File: config.mk
export PLATFORM = sky130hd
export DESIGN_NAME = output_stage
export DESIGN_NICKNAME = d
export VERILOG_FILES = /design/src/verilog/accel_pkg.sv /design/src/verilog/output_stage.sv
export SDC_FILE = /design/constraint.sdc
export NUM_CORES = 1
export LEC_CHECK = 0
export BUFFER_PORTS_ARGS = -buffer_cell sky130_fd_sc_hd__buf_2
export CORE_MARGIN = 2
export CORE_UTILIZATION = 35
export DETAILED_ROUTE_END_ITERATION = 7
export GPL_TIMING_DRIVEN = 1
export PLACE_DENSITY = 0.67
export SKIP_LAST_GASP = 1
export SYNTH_ARGS = -nofsm -noshare
export SYNTH_HDL_FRONTEND = slang
export SYNTH_SLANG_ARGS = --single-unit
File: constraint.sdc
create_clock -name clk -period 1.8 [get_ports clk]
set_input_delay 0.18 -clock clk [delete_from_list [all_inputs] [get_ports clk]]
set_output_delay 0.18 -clock clk [all_outputs]
set_load 0.01 [all_outputs]
File: src/verilog/accel_pkg.sv
package accel_pkg;
	localparam int N_LANES = 4;
	localparam int DATA_W = 8;
	localparam int ACT_WORD_W = N_LANES * DATA_W;
	localparam int WBLOCK_W = N_LANES * ACT_WORD_W; // Four rows of four weights
	localparam int ACC_W = 18;
	localparam int LANE_SEL_W = 2;
	localparam int ACT_DEPTH = 256;
	localparam int ACT_ADDR_W = 8;
	localparam int WGT_DEPTH = 256;
	localparam int WGT_ADDR_W = 8;
	localparam int IM_DEPTH = 64;
	localparam int PC_W = 6;
	localparam int SHIFT_W = 3;
	localparam int SAT_MAX = 127;
	localparam int SAT_MIN = -128;
	localparam logic [1:0] PIPE_DRAIN = 2'd2; // Extra DRAIN cycles until write-back
	typedef logic [N_LANES-1:0][DATA_W-1:0] act_word_t;
	typedef logic [N_LANES-1:0][ACC_W-1:0] acc_vec_t;
endpackage

File: src/verilog/output_stage.sv
`timescale 1ns/1ps

module output_stage import accel_pkg::*; (
	input logic clk,
	input logic reset,
	input logic in_valid,
	input acc_vec_t acc,
	input logic [SHIFT_W-1:0] shift,
	input logic relu,
	input logic to_l1,
	input logic to_l2,
	input logic [ACT_ADDR_W-1:0] out_addr,
	output logic l1_wr_en,
	output logic [ACT_ADDR_W-1:0] l1_wr_addr,
	output act_word_t l1_wr_data,
	output logic out_valid,
	output logic [ACT_ADDR_W-1:0] out_addr_l2,
	output logic [ACT_WORD_W-1:0] out_data
);
	act_word_t word_c;
	act_word_t word_q;
	logic [ACT_ADDR_W-1:0] addr_q;

	always_comb begin
		logic signed [ACC_W-1:0] scaled;
		for (int j = 0; j < N_LANES; j++) begin
			scaled = $signed(acc[j]) >>> shift; // Fixed-point rescale
			if (relu && scaled < 0)
				scaled = '0;
			if (scaled > SAT_MAX)
				word_c[j] = DATA_W'(SAT_MAX);
			else if (scaled < SAT_MIN)
				word_c[j] = DATA_W'(SAT_MIN);
			else
				word_c[j] = scaled[DATA_W-1:0];
		end
	end

	always_ff @(posedge clk) begin
		if (reset) begin
			l1_wr_en <= 1'b0;
			out_valid <= 1'b0;
		end else begin
			l1_wr_en <= in_valid && to_l1;
			out_valid <= in_valid && to_l2;
		end
	end

	always_ff @(posedge clk) begin
		if (in_valid) begin
			word_q <= word_c;
			addr_q <= out_addr;
		end
	end

	// Same word and address feed both destinations
	assign l1_wr_addr = addr_q;
	assign l1_wr_data = word_q;
	assign out_addr_l2 = addr_q;
	assign out_data = word_q;
endmodule

==> flow_summary.json <==
{
  "drv_slew": 0,
  "die-width_um": 112,
  "clkTransAtPathRegs_ps": 60,
  "die_area_um2": 12500,
  "cts_tree": "done",
  "finalHoldViolations": 0,
  "numPortBuffers": 170,
  "status": "finished, final reports clean",
  "coreArea_um2": 11400,
  "maxCapViolCount": 0,
  "switching_share_pct": 30.0,
  "root_buffer": "clkbuf_16",
  "numCtsBuffers": 5,
  "cp-end-kind": "flip-flop",
  "cp.depth": 7,
  "grt_max_degree": 43,
  "combPwrFrac_pct": 36.4,
  "placed_cell_area_um2": 5320,
  "setup_viol": 0,
  "dr.pass1.iters": 5,
  "synth.distinct_cells": 54,
  "crit_family": "compound AO/OA/AOI/OAI gates",
  "p_int_uw": 2440,
  "cp_max_fo": 8,
  "cp.arrival_ps": 1790,
  "num_vias": 4106,
  "syn_area_per_cell_um2": 9.61,
  "grt-ovfl-total": 0,
  "start_kind": "input pin",
  "mostFrequentLayoutCells": "buf_2 (168), buf_4 (72), edfxtp_1 (40), mux2i_1 (36), nand2_1 (30)",
  "p_leak_uw": 0.00251,
  "holdPathEnd": "l1_wr_addr[4]",
  "fin_crit_sh_pct": 99.5,
  "tightest_slew_ps": 490,
  "cp_num_buf_inv": 2,
  "switchingPower_uw": 1050,
  "ir_worst_vdd_mv": 0.513,
  "antennaDiodeCount": 0,
  "place_ws_ps": -353,
  "nets": 699,
  "start_util_pct": 35.8,
  "min-delay-start": "out_addr[4]",
  "antenna_left": 0,
  "wl_per_cell_um": 16.1,
  "std_cell_rows": 39,
  "h-tree-depth": 2,
  "min_path_cells": 1,
  "setup_slack_ps": 8.96,
  "antenna_found_initial": 0,
  "place.gp.congestion": 0.872,
  "ys_seq_elements": 42,
  "startpoint": "shift[1]",
  "hold-worst-slack_ps": 73.3,
  "syn-num-nets": 514,
  "grt_pass1_wl_um": 19700,
  "ys.warnings.count": 0,
  "path_class": "input pin to flip-flop",
  "syn-cell-area_um2": 4080,
  "io_pins": 171,
  "synth_flop_cell": "edfxtp_1",
  "drtIter0Drc": 264,
  "drc": 0,
  "power_density_nw_per_um2": 619,
  "finish.instance_area_um2": 5640,
  "drt-vias-per-instance": 5.45,
  "setup_tns_ps": 0,
  "hold_class": "input pin to flip-flop",
  "grt_pass1_vias": 3940,
  "seq_area_frac_synth_pct": 30.4,
  "area_growth_pct": 38.2,
  "utilization_pct": 49.4,
  "fin_crit_ps": 1790,
  "power.share.sequential_pct": 34.8,
  "ctsLongestPathBuffers": 2,
  "crit_slowest_cell": "or3_4",
  "hold_buffers": 0,
  "rsz0062_at_grt": "yes",
  "cpPeakStageDelay_ps": 340,
  "required_ps": 1800,
  "slew-limit-headroom_pct": 67.3,
  "synth-async-reset-ratio_pct": 0,
  "grt.total_usage_pct": 18.8,
  "synth-edff-count": 40,
  "drt-total-wl_um": 12100,
  "synthCells": 425,
  "hpwlAfterDp_um": 9670,
  "final_common_cell": "buf_2",
  "cts.sinks": 42,
  "path_cells": "buf_12 > buf_6 > mux2_4 > or3_4 > o221a_4 > o21ai_4 > o2111ai_2",
  "drive_above_1_share_pct": 52.7,
  "max_freq_ghz": 0.558,
  "die_h_um": 112,
  "p_clk_share_pct": 28.8
}
## synthesized netlist by cell type, types with 12 or more instances
cell      instances  share of area (%)
o21ai_0          19                2.3
mux2_2           19                5.2
mux4_2           12                6.6
nor2_1           27                2.5
edfxtp_1         40                 29
a31oi_1          12                1.8
a21oi_1          17                2.1
nand2_1          30                2.8
buf_4            45                8.3
mux2i_1          46                 11
o21ai_1          15                1.8
buf_2            12                1.5
## metrics by stage
stage / total power, uW / cells
after detailed placement: 2450 / 743
after CTS: 3480 / 752
after global routing: 3680 / 754
final: 3490 / 754
after global placement: 2430 / 743
after floorplan: 1990 / 425
## cells by family after synthesis
kind of cell    Yosys count  synth area share [%]
simple gates            109                  13.0
flops                    42                  30.4
mux                      82                  24.6
buf+inv                  76                  12.0
compound gates          116                  19.9
## worst max path at each step
stage	endpoint	slack, ps
final	l1_wr_data[30]	9
after global routing	l1_wr_data[29]	-30
after CTS	l1_wr_data[20]	5
after detailed placement	l1_wr_data[26]	-350
after global placement	l1_wr_data[24]	-280
after floorplan	l1_wr_data[16]	-50
## state kept, by name (all words and copies together), names as in the netlist
name / count
l1_wr_data: 32
l1_wr_addr: 8
l1_wr_en: 1
out_valid: 1
## power groups by stage
stage	Combinational (uW)	Sequential, uW	Clock, uW
after floorplan	707	1280	0
after global placement	1190	1230	0
after detailed placement	1210	1240	0
after CTS	1220	1220	1040
after global routing	1380	1220	1080
final	1270	1220	1010
## metal layers
layer | part of all wire [%] | vias up | routed length (um) | GRT usage, %
met3 | 6.2 | 10 | 754 | 2.11
met1 | 44 | 1942 | 5280 | 25.2
met5 | 0 | - | 0 | 0
met4 | 0.98 | 0 | 119 | 3.74
li1 | - | 1977 | - | -
met2 | 49 | 177 | 5970 | 33.1
## layout make-up
class,instances,area [um^2]
tap,143,179
fill,1056,5780
multi-input combinational,307,2530
timing repair buffer,247,1500
clock buffer,6,129
sequential,42,1240
inverter,7,28.8
clock inverter,2,37.5
## repair_timing
action | CTS | global route
cloned | 0 | 0
pin swaps | 2 | 5
setup buffers | 1 | 2
endpoints found under the setup margin | 10 | 24
gates resized for setup | 1 | 27
No activity file was read; power rests on OpenSTA's default activity.
