--- src/verilog/accel_pkg.sv ---
package accel_pkg;
	localparam int N_LANES = 4;
	localparam int DATA_W = 8;
	localparam int ACT_WORD_W = N_LANES * DATA_W;
	localparam int WBLOCK_W = N_LANES * ACT_WORD_W; // Four rows of four weights
	localparam int ACC_W = 18;
	localparam int LANE_SEL_W = 2;
	localparam int ACT_DEPTH = 256;
	localparam int ACT_ADDR_W = 8;
	localparam int WGT_DEPTH = 256;
	localparam int WGT_ADDR_W = 8;
	localparam int IM_DEPTH = 64;
	localparam int PC_W = 6;
	localparam int SHIFT_W = 3;
	localparam int SAT_MAX = 127;
	localparam int SAT_MIN = -128;
	localparam logic [1:0] PIPE_DRAIN = 2'd2; // Extra DRAIN cycles until write-back
	typedef logic [N_LANES-1:0][DATA_W-1:0] act_word_t;
	typedef logic [N_LANES-1:0][ACC_W-1:0] acc_vec_t;
endpackage

--- src/verilog/isa_pkg.sv ---
package isa_pkg;
	localparam int INSTR_W = 32;

	typedef enum logic [1:0] {
		OP_NOP = 2'd0,
		OP_FC = 2'd1,
		OP_LAYER_END = 2'd2,
		OP_HALT = 2'd3
	} opcode_e;

	// Instruction field positions
	localparam int OPC_LSB = 30;
	localparam int WR_L2_BIT = 29;
	localparam int WR_L1_BIT = 28;
	localparam int RELU_BIT = 27;
	localparam int SHIFT_LSB = 24;
	localparam int IN_ADDR_LSB = 16;
	localparam int WGT_ADDR_LSB = 8;
	localparam int OUT_ADDR_LSB = 0;

	typedef enum logic [1:0] {
		REG_CTRL = 2'd0,
		REG_IMEM = 2'd1,
		REG_ACT = 2'd2,
		REG_WGT = 2'd3
	} region_e; // Host map region in paddr[15:14]

	localparam int REG_IDX_W = 12;
	localparam logic [REG_IDX_W-1:0] CTRL_START_OFS = 12'd0;
	localparam logic [REG_IDX_W-1:0] CTRL_STATUS_OFS = 12'd1;
	localparam int STAT_BUSY_BIT = 0;
	localparam int STAT_FIN_BIT = 1;

	typedef enum logic [1:0] {IDLE, FETCH, ISSUE, DRAIN} ctrl_state_e;
endpackage

--- src/verilog/instruction_memory.sv ---
`timescale 1ns/1ps

module instruction_memory import accel_pkg::*, isa_pkg::*; (
	input logic clk,
	input logic wr_en,
	input logic [PC_W-1:0] wr_addr,
	input logic [INSTR_W-1:0] wr_data,
	input logic [PC_W-1:0] rd_addr,
	output logic [INSTR_W-1:0] instr
);
	logic [INSTR_W-1:0] mem [IM_DEPTH];

	always_ff @(posedge clk) begin
		if (wr_en)
			mem[wr_addr] <= wr_data;
		instr <= mem[rd_addr]; // Valid in the cycle after fetch
	end
endmodule

--- config.mk ---
export PLATFORM = sky130hd
export DESIGN_NAME = instruction_memory
export DESIGN_NICKNAME = d
export VERILOG_FILES = /design/src/verilog/accel_pkg.sv /design/src/verilog/isa_pkg.sv /design/src/verilog/instruction_memory.sv
export SDC_FILE = /design/constraint.sdc
export NUM_CORES = 2
export LEC_CHECK = 0
export BUFFER_PORTS_ARGS = -buffer_cell sky130_fd_sc_hd__buf_4
export CAP_MARGIN = 20
export CORE_MARGIN = 4
export CORE_UTILIZATION = 60
export CTS_CLUSTER_DIAMETER = 120
export CTS_CLUSTER_SIZE = 12
export DETAILED_ROUTE_END_ITERATION = 10
export PLACE_DENSITY_LB_ADDON = 0.3
export SYNTH_ARGS = -nofsm -noshare
export SYNTH_HDL_FRONTEND = slang
export SYNTH_SLANG_ARGS = --single-unit
--- constraint.sdc ---
create_clock -name clk -period 4 [get_ports clk]
set_input_delay 0.4 -clock clk [delete_from_list [all_inputs] [get_ports clk]]
set_output_delay 0.4 -clock clk [all_outputs]
set_load 0.02 [all_outputs]
==> flow_summary.ini <==
[logic_synthesis]
yosysSeqAreaShare_pct = 79.14
yosysWarnings = 0
synth-seq-cells = 2080
yosys-top-cells-area = edfxtp_1 (78%), mux4_2 (16%), mux2i_1 (1.2%)
synth_area_per_cell_um2 = 23.62
synth_nets = 3370
synth_top_cell_area_share_pct = 78.33
synth_area_leader_cell = edfxtp_1
synth_cell_types = 34
synth_area_mm2 = 0.07852
synth_cells = 3324

[setup_path]
path_max_fanout = 77
required_ps = 4670
max_stage_delay_ps = 700
slowest_stage = o22ai_1
worst_setup_path_start_kind = primary input
r2r_slack_ps = 1660
critPathArrivalTime_ps = 3390
critPathKind = primary input to register
crit_chain = buf_8 > buf_4 > buf_12 > mux4_2 > mux4_2 > o22ai_1 > nor2_1
end_kind = register
cpMostUsedCell = mux4_2

[run]
maxCapViolCount = 0

[routing]
routed_via_density = 7.004
wl_per_cell_um = 36.48
drtPass1Iterations = 6
drtIter0Drc = 6341
dr_total_vias = 38090
drtAntennaViolNets = 0
wirelength_um = 198400
drc = 0

[pwr]
p_int_mw = 34.08
leakagePower_nw = 27.28
clockPowerShare_pct = 38.5
powerDensity_mw_per_mm2 = 491.0
total_power_mw = 43.17
p_sw_share_pct = 21.05
p_seq_share_pct = 56.2
p_switching_mw = 9.086
irDropWorstVdd_v = 0.0004474
pwr-share-comb_pct = 5.3

[global_route]
antenna_found_initial = 9
grt_pass1_wl_um = 285100
gr-total-overflow = 0
grt_start_max_net_pins = 78
grt_pass1_vias = 38680
track_usage_pct = 29.74

[floorplan]
die_h_um = 369.7
placementRows = 132
core_mm2 = 0.1298
io_pins = 78
die_x_um = 369.7
start_util_pct = 60.48
dieArea_mm2 = 0.1367

[layout]
layout_commonest_cell = edfxtp_1
layout.nets = 3613
area_delta_synth_final_pct = 11.98
final_cell_mix = edfxtp_1 (2048), mux4_2 (544), buf_4 (200), clkbuf_16 (197), clkbuf_1 (112)
drive_gt1_share_pct = 28.51
nFillCells = 7695

[placed_design]
dp_hpwl_um = 109500
gp_congestion = 0.8403
portBuffers = 77

[sta]
finalSetupTns_ps = 0
clock.fmax_mhz = 366.9
finalClockSkew_ps = 36.25
slew_headroom_pct = 37.03
setup_viol = 0
post-route-period-util_pct = 68.14
worst_pin_slew_ps = 941.9
final-hold-violation-count = 0
rsz0062_at_grt = no
min_period_ps = 2726
drv_slew = 0

[cts]
cts_buffers = 191
cts_tree = done
cts_buffer_depth = 3
postCtsSetupBuffers = 0
cts_hold_buf = 0
cts_root_buf = clkbuf_16
clock_latency_ps = 810
cts.htree.levels = 4
cts_sinks = 2080
clkTransAtPathRegs_ps = 60
cts_resized = 0

[run_status]
status = finished clean

[worst_hold_path]
hold_class = primary input to register
==> sequential cells by signal, summed over array words and instances (netlist names) <==
signal / cells
mem: 2048
instr: 32
==> per-stage QoR <==
step / hold WS, ps / setup slack [ps] / instances / util, % / cell area, µm²
global route: 111.5 / 1254 / 5436 / 67.72 / 87910
floorplan: 498.9 / 440.2 / 3324 / - / 78520
finish: 133.6 / 1274 / 5438 / 67.73 / 87920
CTS: 63.89 / 1377 / 5435 / 67.72 / 87910
detailed placement: 756.6 / 492.3 / 5116 / 63.49 / 82410
global placement: 722.7 / 510.3 / 5116 / 63.49 / 82410
==> routing by layer <==
metal  track usage [%]  vias up  share of wire (%)
li1                  -    14710                  -
met1             42.94    20150                 36
met2             45.49     2812                 48
met3             7.408      411                 13
met4             10.33       12                3.6
met5                 0        -              0.039
==> kinds of logic after synthesis <==
logic type	count (synthesis)	share of synthesized area [%]
compound gates	202	1.673
buf+inv	182	1.128
flops	2080	79.14
mux	637	16.79
simple gates	223	1.265
==> worst max-delay path: cells and delay by family <==
family	cells	cell delay, ps
compound gates	1	700
buf+inv	3	1150
mux	2	860
simple gates	1	100
==> power groups by stage <==
stage / Clock [mW] / Sequential [mW] / Combinational, mW
floorplan: 0 / 24.7 / 1.17
global placement: 0 / 24.7 / 2.20
detailed placement: 0 / 24.7 / 2.27
CTS: 16.8 / 24.2 / 2.28
global route: 17.8 / 24.2 / 2.40
finish: 16.6 / 24.3 / 2.28
==> synth_stat cells <==
library cell,number
nand2b_1,8
or3b_1,2
o22ai_1,84
nand3_1,5
o32ai_1,4
a21oi_1,62
nand4b_1,1
nor2b_1,15
nand4_1,2
and2_1,2
dfxtp_1,32
a41o_1,4
clkbuf_1,74
buf_2,57
o221ai_1,27
nor3_1,7
buf_6,5
nand3b_1,5
or2_1,1
nand2_1,26
a311oi_1,8
a22oi_1,12
or2_2,1
and3_1,4
mux4_2,544
or3_1,3
a31oi_1,1
or2_0,1
buf_4,25
mux2i_1,93
buf_1,21
or3b_2,3
nor2_1,137
edfxtp_1,2048
==> worst paths after layout <==
path	to	startpoint	cells past startpoint
max reg2reg	instr[9]	mem[24][9]	4
max	instr[9]	rd_addr[1]	7
min	mem[27][11]	wr_data[11]	1
min reg2reg	instr[17]	mem[12][17]	4
==> cell type report <==
class                   count  area (µm²)  area share [%]
clock buffers             309        5350           6.085
repair buffers            232        2127           2.419
clock inverters            10       146.4          0.1665
flip-flops and latches   2080       62140           70.68
diodes                      3       7.507        0.008539
well taps                1742        2180           2.479
multi-input cells        1062       15970           18.16
(Power assumes the default switching activity.)
