--- src/verilog/accel_pkg.sv ---
package accel_pkg;
	localparam int N_LANES = 4;
	localparam int DATA_W = 8;
	localparam int ACT_WORD_W = N_LANES * DATA_W;
	localparam int WBLOCK_W = N_LANES * ACT_WORD_W; // Four rows of four weights
	localparam int ACC_W = 18;
	localparam int LANE_SEL_W = 2;
	localparam int ACT_DEPTH = 256;
	localparam int ACT_ADDR_W = 8;
	localparam int WGT_DEPTH = 256;
	localparam int WGT_ADDR_W = 8;
	localparam int IM_DEPTH = 64;
	localparam int PC_W = 6;
	localparam int SHIFT_W = 3;
	localparam int SAT_MAX = 127;
	localparam int SAT_MIN = -128;
	localparam logic [1:0] PIPE_DRAIN = 2'd2; // Extra DRAIN cycles until write-back
	typedef logic [N_LANES-1:0][DATA_W-1:0] act_word_t;
	typedef logic [N_LANES-1:0][ACC_W-1:0] acc_vec_t;
endpackage

--- src/verilog/isa_pkg.sv ---
package isa_pkg;
	localparam int INSTR_W = 32;

	typedef enum logic [1:0] {
		OP_NOP = 2'd0,
		OP_FC = 2'd1,
		OP_LAYER_END = 2'd2,
		OP_HALT = 2'd3
	} opcode_e;

	// Instruction field positions
	localparam int OPC_LSB = 30;
	localparam int WR_L2_BIT = 29;
	localparam int WR_L1_BIT = 28;
	localparam int RELU_BIT = 27;
	localparam int SHIFT_LSB = 24;
	localparam int IN_ADDR_LSB = 16;
	localparam int WGT_ADDR_LSB = 8;
	localparam int OUT_ADDR_LSB = 0;

	typedef enum logic [1:0] {
		REG_CTRL = 2'd0,
		REG_IMEM = 2'd1,
		REG_ACT = 2'd2,
		REG_WGT = 2'd3
	} region_e; // Host map region in paddr[15:14]

	localparam int REG_IDX_W = 12;
	localparam logic [REG_IDX_W-1:0] CTRL_START_OFS = 12'd0;
	localparam logic [REG_IDX_W-1:0] CTRL_STATUS_OFS = 12'd1;
	localparam int STAT_BUSY_BIT = 0;
	localparam int STAT_FIN_BIT = 1;

	typedef enum logic [1:0] {IDLE, FETCH, ISSUE, DRAIN} ctrl_state_e;
endpackage

--- src/verilog/control_unit.sv ---
`timescale 1ns/1ps

module control_unit import accel_pkg::*, isa_pkg::*; (
	input logic clk,
	input logic reset,
	input logic start,
	input logic [PC_W-1:0] start_pc,
	output logic busy,
	output logic finished_network,
	output logic done_layer,
	output logic [PC_W-1:0] pc,
	input logic [INSTR_W-1:0] instr,
	output logic act_rd_en,
	output logic [ACT_ADDR_W-1:0] act_rd_addr,
	output logic [WGT_ADDR_W-1:0] wgt_rd_addr,
	output logic issue_valid,
	output logic [SHIFT_W-1:0] issue_shift,
	output logic issue_relu,
	output logic issue_to_l1,
	output logic issue_to_l2,
	output logic [ACT_ADDR_W-1:0] issue_out_addr
);
	ctrl_state_e state;
	opcode_e opcode;
	logic [1:0] drain_cnt;
	logic is_issue;

	assign opcode = opcode_e'(instr[OPC_LSB +: $bits(opcode_e)]);
	assign is_issue = (state == ISSUE);
	assign busy = (state != IDLE);
	assign done_layer = is_issue && (opcode == OP_LAYER_END);

	// Memory reads launch in the issue cycle
	assign act_rd_en = is_issue && (opcode == OP_FC);
	assign act_rd_addr = instr[IN_ADDR_LSB +: ACT_ADDR_W];
	assign wgt_rd_addr = instr[WGT_ADDR_LSB +: WGT_ADDR_W];

	always_ff @(posedge clk) begin
		if (reset) begin
			state <= IDLE;
			pc <= '0;
			drain_cnt <= '0;
			finished_network <= 1'b0;
			issue_valid <= 1'b0;
		end else begin
			issue_valid <= 1'b0;
			case (state)
				IDLE: begin
					if (start) begin
						pc <= start_pc;
						finished_network <= 1'b0;
						state <= FETCH;
					end
				end
				FETCH: state <= ISSUE;
				ISSUE: begin
					pc <= pc + 1'b1;
					case (opcode)
						OP_FC: begin
							issue_valid <= 1'b1;
							drain_cnt <= PIPE_DRAIN;
							state <= DRAIN;
						end
						OP_HALT: begin
							finished_network <= 1'b1;
							state <= IDLE;
						end
						default: state <= FETCH; // NOP and layer end
					endcase
				end
				DRAIN: begin
					// Hold off the next fetch until the result is written back
					if (drain_cnt == '0)
						state <= FETCH;
					else
						drain_cnt <= drain_cnt - 1'b1;
				end
				default: state <= IDLE;
			endcase
		end
	end

	// Side fields travel one cycle behind, lined up with the read data
	always_ff @(posedge clk) begin
		if (is_issue) begin
			issue_shift <= instr[SHIFT_LSB +: SHIFT_W];
			issue_relu <= instr[RELU_BIT];
			issue_to_l1 <= instr[WR_L1_BIT];
			issue_to_l2 <= instr[WR_L2_BIT];
			issue_out_addr <= instr[OUT_ADDR_LSB +: ACT_ADDR_W];
		end
	end
endmodule

--- config.mk ---
export PLATFORM = sky130hd
export DESIGN_NAME = control_unit
export DESIGN_NICKNAME = d
export VERILOG_FILES = /design/src/verilog/accel_pkg.sv /design/src/verilog/isa_pkg.sv /design/src/verilog/control_unit.sv
export SDC_FILE = /design/constraint.sdc
export NUM_CORES = 1
export LEC_CHECK = 0
export BUFFER_PORTS_ARGS = -buffer_cell sky130_fd_sc_hd__clkbuf_2
export CELL_PAD_IN_SITES_DETAIL_PLACEMENT = 0
export CELL_PAD_IN_SITES_GLOBAL_PLACEMENT = 1
export CORE_MARGIN = 5
export CORE_UTILIZATION = 32
export CTS_CLUSTER_DIAMETER = 150
export DETAILED_ROUTE_END_ITERATION = 12
export PLACE_DENSITY = 0.86
export SYNTH_ARGS = -nofsm -noshare
export SYNTH_HDL_FRONTEND = slang
export SYNTH_SLANG_ARGS = --single-unit
--- constraint.sdc ---
create_clock -name clk -period 5 [get_ports clk]
set_input_delay 0.25 -clock clk [delete_from_list [all_inputs] [get_ports clk]]
set_output_delay 0.25 -clock clk [all_outputs]
set_load 0.03 [all_outputs]
==> metrics.csv <==
metric,value,unit
CTS-repair resized insts,0,
Final Util,0.3987,
Fin. Hold Viols,0,
diode count,0,
HP Class,in2reg,
pre-CTS setup slack,2505,ps
kind of critical path,reg2out,
grt total ovfl,0,
GPL Wtd Cong,0.7346,
Starting Density,0.3386,
IO Pins,82,
Num CTS Buffers,3,
startpoint types,flop,
NumNets Final,205,
synth unique cells,27,
post-CTS setup buffers,0,
final setup TNS,0,ps
RSZ-0062 raised after global routing,no,
initial antenna violation count,0,
internal power,0.3326,mW
drt wl/cell,13.54,microns
CP max stage delay,890,ps
post-route insts no fill,205,
actual slew at the worst max-slew pin,1094,ps
"antenna viol nets, final",0,
arrival time at the worst endpoint,2370,ps
Max Freq,381.6,MHz
"commonest non-fill, non-tap cell in the layout",clkbuf_2,
fin area,1493,sq um
Syn-to-layout area delta,17.77,%
Final Max Tran Viols,0,
post-layout min period,2621,ps
Leakage,0.6347,nW
final worst path period share,0.5241,
smallest hold slack,153.8,ps
H-tree depth,1,
CP required,4750,ps
sw frac,0.2660,
share of cells above drive strength 1,0.3567,
clock slew at reported path FFs,80,ps
CTS Hold Bufs,0,
total power,0.4531,mW
first drt pass iteration count,4,
port buffer count,49,
power share of the clock group,0.294,
FF-to-FF setup slack,2510,ps
Initial DRC Count,29,
Root Driver,clkbuf_8,
Comb power frac,0.169,
first-pass GRT wire length,4.284,mm
Seq pwr share,0.537,
Sw Pwr,0.1205,mW
post-synthesis sequential area ratio,0.5212,
DRC Markers,0,
flip-flop and latch count after synthesis,26,
chip height,72.94,microns
CTS tree,built,
critical-path cell list,inv_1 > ha_1 > inv_2 > nor3b_1 > clkbuf_2,
Synth Net Count,170,
Synth Warn #,0,
routed vias,965,
row count,22,
Detailed Route WL,2.776,mm
largest net degree at the start of global routing,29,
CTS Buffer Depth,2,
maxcap violations,0,
"commonest cells after routing, fill and taps aside","clkbuf_2, edfxtp_1, dfxtp_1",
VDD IR max,0.00009750,V
"critical path fanouts, max",28,
Worst setup EP type,output pin,
worst setup margin,2379,ps
DP Area,1438,sq um
dpl hpwl,2.175,mm
DIE WIDTH,72.94,microns
mapped cell area,1267,sq um
clk_lat worst skew,270,ps
Core Area,3744,sq um
Fin Clk Skew,1.302,ps
Placed Instances,201,
setup violators final,0,
Die ar.,5320,sq um
master of the slowest instance on the critical path,ha_1,
Max-slew headroom,0.2708,
synthesized area per cell,10.30,sq um
status,"complete, no violations",
post-synthesis instance total,123,
vias in the first global route,898,
Vias/cell,4.707,
Cell Pwr Density,303.5,nW/um^2
Clock Sinks,26,
gr usage total,0.1058,
==> worst max-delay path, delay by kind of cell, from the launching register on <==
family	cells	cell delay [ps]
simple gates	1	270
flops	1	340
buf+inv	3	610
fa+ha+maj	1	890
==> synth_stat cells <==
cell type | count | area share
buf_4 | 17 | 0.10
edfxtp_1 | 14 | 0.33
dfxtp_1 | 12 | 0.19
a21oi_1 | 10 | 0.039
nor2_1 | 10 | 0.030
inv_1 | 7 | 0.021
ha_1 | 6 | 0.059
nand3_1 | 6 | 0.024
nand2b_1 | 5 | 0.025
a211oi_1 | 4 | 0.024
nor3_1 | 4 | 0.016
o21ai_0 | 4 | 0.016
and2_1 | 3 | 0.015
nand2_1 | 3 | 0.0089
a2111oi_0 | 2 | 0.014
a31oi_1 | 2 | 0.0099
and3_1 | 2 | 0.0099
clkbuf_1 | 2 | 0.0059
mux2i_1 | 2 | 0.016
a22oi_1 | 1 | 0.0059
inv_2 | 1 | 0.0030
mux2_2 | 1 | 0.0089
nor3b_1 | 1 | 0.0059
o211ai_1 | 1 | 0.0059
o21ai_1 | 1 | 0.0039
o21ba_2 | 1 | 0.0079
or3_1 | 1 | 0.0049
==> path summary, 6_finish.rpt <==
kind,start,to,cells past startpoint
setup / recovery,state[0],done_layer,5
setup reg to reg,state[0],pc[3],6
hold / removal,instr[5],issue_out_addr[5],1
hold reg to reg,drain_cnt[1],drain_cnt[1],2
==> cell families (layout without fill, tap and decap cells) <==
group | count (synthesis) | in the layout | share of synthesized area
adder cells (fa/ha/maj) | 6 | 6 | 0.05923
multiplexers | 3 | 3 | 0.02468
AO/OA/AOI/OAI | 26 | 26 | 0.1264
buffers and inverters | 27 | 61 | 0.1303
flip-flops | 26 | 26 | 0.5212
AND/OR/NAND/NOR | 35 | 35 | 0.1382
==> area by class of cell <==
cell class / count / area, sq um
well taps: 48 / 60.06
flip-flops and latches: 26 / 660.6
inverters: 8 / 30.03
clock buffers: 4 / 55.05
repair buffers: 49 / 245.2
fillers: 395 / 2251
multi-input cells: 70 / 441.7
==> routing by layer <==
metal,track usage,wire [microns],share of wire,vias up
li1,-,-,-,485
met1,0.1333,1261,0.45,408
met2,0.1463,1017,0.37,51
met3,0.03306,364,0.13,21
met4,0.08607,132,0.048,0
met5,0,0,0,-
==> power groups by stage <==
stage               registers [mW]  logic, mW  clock network (mW)
floorplan                    0.262     0.0613                   0
global placement             0.248     0.0768                   0
detailed placement           0.248     0.0772                   0
CTS                          0.243     0.0777               0.137
global route                 0.246     0.0850               0.148
finish                       0.243     0.0767               0.133
==> registers in the layout, summed over array words and instances (netlist names) <==
register / flops
issue_to_l1: 1
issue_relu: 1
finished_network: 1
state: 2
issue_out_addr: 8
issue_valid: 1
issue_to_l2: 1
issue_shift: 3
drain_cnt: 2
pc: 6
Note: power is estimated with default switching activity, not from simulation.
