<file path="src/verilog/accel_pkg.sv">
package accel_pkg;
	localparam int N_LANES = 4;
	localparam int DATA_W = 8;
	localparam int ACT_WORD_W = N_LANES * DATA_W;
	localparam int WBLOCK_W = N_LANES * ACT_WORD_W; // Four rows of four weights
	localparam int ACC_W = 18;
	localparam int LANE_SEL_W = 2;
	localparam int ACT_DEPTH = 256;
	localparam int ACT_ADDR_W = 8;
	localparam int WGT_DEPTH = 256;
	localparam int WGT_ADDR_W = 8;
	localparam int IM_DEPTH = 64;
	localparam int PC_W = 6;
	localparam int SHIFT_W = 3;
	localparam int SAT_MAX = 127;
	localparam int SAT_MIN = -128;
	localparam logic [1:0] PIPE_DRAIN = 2'd2; // Extra DRAIN cycles until write-back
	typedef logic [N_LANES-1:0][DATA_W-1:0] act_word_t;
	typedef logic [N_LANES-1:0][ACC_W-1:0] acc_vec_t;
endpackage

</file>
<file path="src/verilog/isa_pkg.sv">
package isa_pkg;
	localparam int INSTR_W = 32;

	typedef enum logic [1:0] {
		OP_NOP = 2'd0,
		OP_FC = 2'd1,
		OP_LAYER_END = 2'd2,
		OP_HALT = 2'd3
	} opcode_e;

	// Instruction field positions
	localparam int OPC_LSB = 30;
	localparam int WR_L2_BIT = 29;
	localparam int WR_L1_BIT = 28;
	localparam int RELU_BIT = 27;
	localparam int SHIFT_LSB = 24;
	localparam int IN_ADDR_LSB = 16;
	localparam int WGT_ADDR_LSB = 8;
	localparam int OUT_ADDR_LSB = 0;

	typedef enum logic [1:0] {
		REG_CTRL = 2'd0,
		REG_IMEM = 2'd1,
		REG_ACT = 2'd2,
		REG_WGT = 2'd3
	} region_e; // Host map region in paddr[15:14]

	localparam int REG_IDX_W = 12;
	localparam logic [REG_IDX_W-1:0] CTRL_START_OFS = 12'd0;
	localparam logic [REG_IDX_W-1:0] CTRL_STATUS_OFS = 12'd1;
	localparam int STAT_BUSY_BIT = 0;
	localparam int STAT_FIN_BIT = 1;

	typedef enum logic [1:0] {IDLE, FETCH, ISSUE, DRAIN} ctrl_state_e;
endpackage

</file>
<file path="src/verilog/apb_host_port.sv">
`timescale 1ns/1ps

module apb_host_port import accel_pkg::*, isa_pkg::*; (
	input logic clk,
	input logic reset,
	input logic psel,
	input logic penable,
	input logic pwrite,
	input logic [15:0] paddr,
	input logic [31:0] pwdata,
	output logic [31:0] prdata,
	output logic pready,
	output logic pslverr,
	output logic im_wr_en,
	output logic [PC_W-1:0] im_wr_addr,
	output logic [INSTR_W-1:0] im_wr_data,
	output logic act_wr_en,
	output logic [ACT_ADDR_W-1:0] act_wr_addr,
	output act_word_t act_wr_data,
	output logic act_rd_en,
	output logic [ACT_ADDR_W-1:0] act_rd_addr,
	input act_word_t act_rd_data,
	output logic wgt_wr_en,
	output logic [WGT_ADDR_W-1:0] wgt_wr_addr,
	output logic [LANE_SEL_W-1:0] wgt_wr_lane,
	output logic [ACT_WORD_W-1:0] wgt_wr_data,
	output logic start,
	output logic [PC_W-1:0] start_pc,
	input logic busy,
	input logic finished_network
);
	region_e region;
	logic [REG_IDX_W-1:0] word_idx;
	logic access;
	logic locked; // Memory region touched while the engine runs
	logic wr_ok;
	logic act_rd_req;
	logic rd_pend;

	assign region = region_e'(paddr[15:14]);
	assign word_idx = paddr[13:2];
	assign access = psel && penable;
	assign locked = (region != REG_CTRL) && busy;
	assign wr_ok = access && pwrite && !locked;
	assign act_rd_req = access && !pwrite && !locked && (region == REG_ACT);

	// First access cycle launches the read, second one returns it
	assign act_rd_en = act_rd_req && !rd_pend;
	assign act_rd_addr = word_idx[ACT_ADDR_W-1:0];
	assign pready = access && !act_rd_en;
	assign pslverr = access && (locked ||
		(!pwrite && (region == REG_IMEM || region == REG_WGT)));

	assign im_wr_en = wr_ok && (region == REG_IMEM);
	assign im_wr_addr = word_idx[PC_W-1:0];
	assign im_wr_data = pwdata;
	assign act_wr_en = wr_ok && (region == REG_ACT);
	assign act_wr_addr = word_idx[ACT_ADDR_W-1:0];
	assign act_wr_data = pwdata;
	assign wgt_wr_en = wr_ok && (region == REG_WGT);
	assign wgt_wr_addr = word_idx[LANE_SEL_W +: WGT_ADDR_W]; // Block index
	assign wgt_wr_lane = word_idx[LANE_SEL_W-1:0]; // Row within block
	assign wgt_wr_data = pwdata;
	assign start = wr_ok && (region == REG_CTRL) && (word_idx == CTRL_START_OFS);
	assign start_pc = pwdata[PC_W-1:0];

	always_ff @(posedge clk) begin
		if (reset)
			rd_pend <= 1'b0;
		else
			rd_pend <= act_rd_en;
	end

	always_comb begin
		prdata = '0;
		if (act_rd_req && rd_pend) begin
			prdata = act_rd_data;
		end else if (access && !pwrite && region == REG_CTRL && word_idx == CTRL_STATUS_OFS) begin
			prdata[STAT_BUSY_BIT] = busy;
			prdata[STAT_FIN_BIT] = finished_network;
		end
	end
endmodule

</file>
<file path="config.mk">
export PLATFORM = sky130hd
export DESIGN_NAME = apb_host_port
export DESIGN_NICKNAME = d
export VERILOG_FILES = /design/src/verilog/accel_pkg.sv /design/src/verilog/isa_pkg.sv /design/src/verilog/apb_host_port.sv
export SDC_FILE = /design/constraint.sdc
export NUM_CORES = 1
export LEC_CHECK = 0
export BUFFER_PORTS_ARGS = -buffer_cell sky130_fd_sc_hd__buf_4
export CORE_AREA = 3 3 100 102
export CTS_BUF_LIST = sky130_fd_sc_hd__clkbuf_4 sky130_fd_sc_hd__clkbuf_8
export DETAILED_ROUTE_END_ITERATION = 8
export DIE_AREA = 0 0 103 105
export GPL_TIMING_DRIVEN = 0
export PLACE_DENSITY = 0.57
export SLEW_MARGIN = 20
export SYNTH_ARGS = -nofsm -noshare
export SYNTH_HDL_FRONTEND = slang
export SYNTH_SLANG_ARGS = --single-unit
</file>
<file path="constraint.sdc">
create_clock -name clk -period 0.85 [get_ports clk]
set_input_delay 0.085 -clock clk [delete_from_list [all_inputs] [get_ports clk]]
set_output_delay 0.085 -clock clk [all_outputs]
set_load 0.02 [all_outputs]
</file>
==> results.toml <==
[run_status]
outcome = "complete, but fails checks"
violations = "setup timing"

[clock_tree]
clk_pin_slew_ps = 0
insertion_delay_ps = 0
cts_hold_buffers = 0

[floorplanning]
die_width_um = 103
core_area_sq_mm = 0.00920
initial_core_util = 0.155
fp.dieH_um = 105
num_rows = 35
die-area_sq_mm = 0.0108
top_level_ports = 260

[yosys]
synth_top_family_by_area = "buffers and inverters"
synthSimpleGateAreaFrac = 0.238
syn_area_per_cell_sq_um = 7.19
synth_cell_type_count = 23
syn_area_sq_mm = 0.00142
yosys-mux-area-fraction = 0
synth_cells = 198
synth_xor_area_frac = 0
synth-compound-area-share = 0.0281
synth_warnings = 0
synthAdderAreaFrac = 0
synth_nets = 285
ys_seq_area_frac = 0.0141
yosys_register_bits = 1

[sta]
fin_crit_sh = 1.50
slew_headroom = 0.846
rsz0062_at_grt = "true"
tightest_slew_ps = 230
fin_crit_ps = 1280
fin_hold_ws_ps = 243
maxSlewViolCount = 0
setup_violations = 38
fmax_mhz = 782
worst_slack_ps = -428
finClkSkew_ps = 0
hold_viol = 0

[power]
power_uw = 1810
p_leak_uw = 0.00211
irDropWorstVdd_v = 0.000284
p_per_area_mw_per_mm2 = 487

[finish]
largest_reg_flops = 1
top_regs = "rd_pend (1)"
fin_util = 0.405
regMostFlops = "rd_pend"
final_cells = 543
area_growth_pct = 161
num_antenna_cells = 0
drive_above_1_share = 0.951
nets = 521

[hold_path]
hold_path_depth = 2
hp-start = "reset"
hold_path_end = "rd_pend"
hold_path.class = "input port to register"

[drt]
routed_wl_um = 6000
vias_per_cell = 3.49
ant_nets = 0
dr.first_iter.drc_count = 27
drc = 0
vias = 1897
dr.pass1.iters = 4
avgRoutedWirePerCell_um = 11.0

[place]
dp_hpwl_um = 5370
gp_congestion = 0.754
pre_cts_slack_ps = -538
port_buffers = 225
dp_cells = 534

[worst_setup_path]
worstPathArrival_ps = 1190
reg2reg_slack_ps = 0
setup.worst_path.start_class = "input port"
crit_required_ps = 760
cp-end-kind = "primary output"
reg2reg_from = "rd_pend"
critPathKind = "input port to primary output"
reg2reg_depth = 3
r2r_end = "rd_pend"
crit_fanout = 8

[global_routing]
grt_pass1_wl_um = 8470
grt_max_degree = 9
grt_overflow = 0
grt_util_all_layers = 0.0923
antenna_found_initial = 0
grt_pass1_vias = 1817

[job]
maxCapViolations = 0
==> per-layer routing <==
| layer | wire (um) | GRT usage | vias up |
|---|---|---|---|
| li1 | - | - | 957 |
| met1 | 1780 | 0.0901 | 793 |
| met2 | 3380 | 0.194 | 141 |
| met3 | 778 | 0.0200 | 6 |
| met4 | 57 | 0.00833 | 0 |
| met5 | 0 | 0 | - |
==> layout make-up <==
| cell class | instances | area [sq um] |
|---|---|---|
| plain buffers | 137 | 1050 |
| fillers | 912 | 5480 |
| inverters | 1 | 3.75 |
| multi-input cells | 59 | 551 |
| flip-flops and latches | 1 | 20.0 |
| well taps | 111 | 139 |
| repair buffers | 234 | 1960 |
==> placed cells by master, fill, tap and decap left out, types with 2 or more instances in the layout <==
cell type  count
and2_4        30
and3_4         2
buf_4        320
buf_6         42
buf_8          7
clkbuf_8       2
nand2_1        4
nand4_1        2
nor2_1         2
nor2b_1        2
nor4_4         2
nor4b_4        2
==> cell usage after synthesis <==
master	instances	area (sq um)
or3_1	1	6.26
inv_1	1	3.75
and4bb_2	1	12.5
nor4_1	2	12.5
and2_1	30	188
buf_4	134	1010
o21ai_0	2	10.0
o41ai_2	1	16.3
nand3_1	2	10.0
nor2b_1	2	12.5
buf_2	1	5.00
and3_4	1	11.3
o2bb2ai_1	1	8.76
a21oi_1	1	5.00
nor4b_1	2	17.5
nand2_1	4	15.0
clkbuf_2	2	10.0
and4bb_1	1	12.5
and3_1	2	12.5
nand4_1	2	12.5
nor3_1	1	5.00
nor2_1	3	11.3
dfxtp_1	1	20.0
==> through the flow <==
step           cell area (sq um)  TNS, ps
3_5_place_dp                3430   -16670
3_3_place_gp                3430   -16330
4_1_cts                     3650   -14180
6_report                    3720   -13800
5_1_grt                     3720   -15550
2_1_floorplan               1600    -5410
==> worst max-delay path by stage <==
stage	startpoint	to	slack (ps)	cells past startpoint
floorplan	paddr[5]	start	-240	3
global route	busy	prdata[0]	-480	6
CTS	busy	prdata[9]	-430	6
finish	busy	prdata[0]	-430	6
global placement	paddr[5]	prdata[1]	-510	5
detailed placement	paddr[5]	start	-540	5
==> worst max-delay path, stage by stage <==
cell,delay (ps)
buf_8,90
and4bb_1,290
and3_4,300
buf_6,140
o2bb2ai_1,110
buf_4,160
==> kinds of logic (layout without fill, tap and decap cells) <==
logic type,Yosys count,count (layout)
AND/OR/NAND/NOR,54,54
AO/OA/AOI/OAI,5,5
flip-flops,1,1
buffers and inverters,138,372
==> report_power, final <==
part,switching (uW),internal (uW),total (uW)
clock,0,0,0
sequential,0.251,48.2,48.4
combinational,760,1000,1760
total,760,1050,1810
==> what timing repair did <==
item,4_1_cts,5_1_grt
setup endpoints to repair,39,40
gates resized for setup,42,18
pin swaps,7,7
buffers inserted,5,2
cloned,3,0
(Power assumes the default switching activity.)
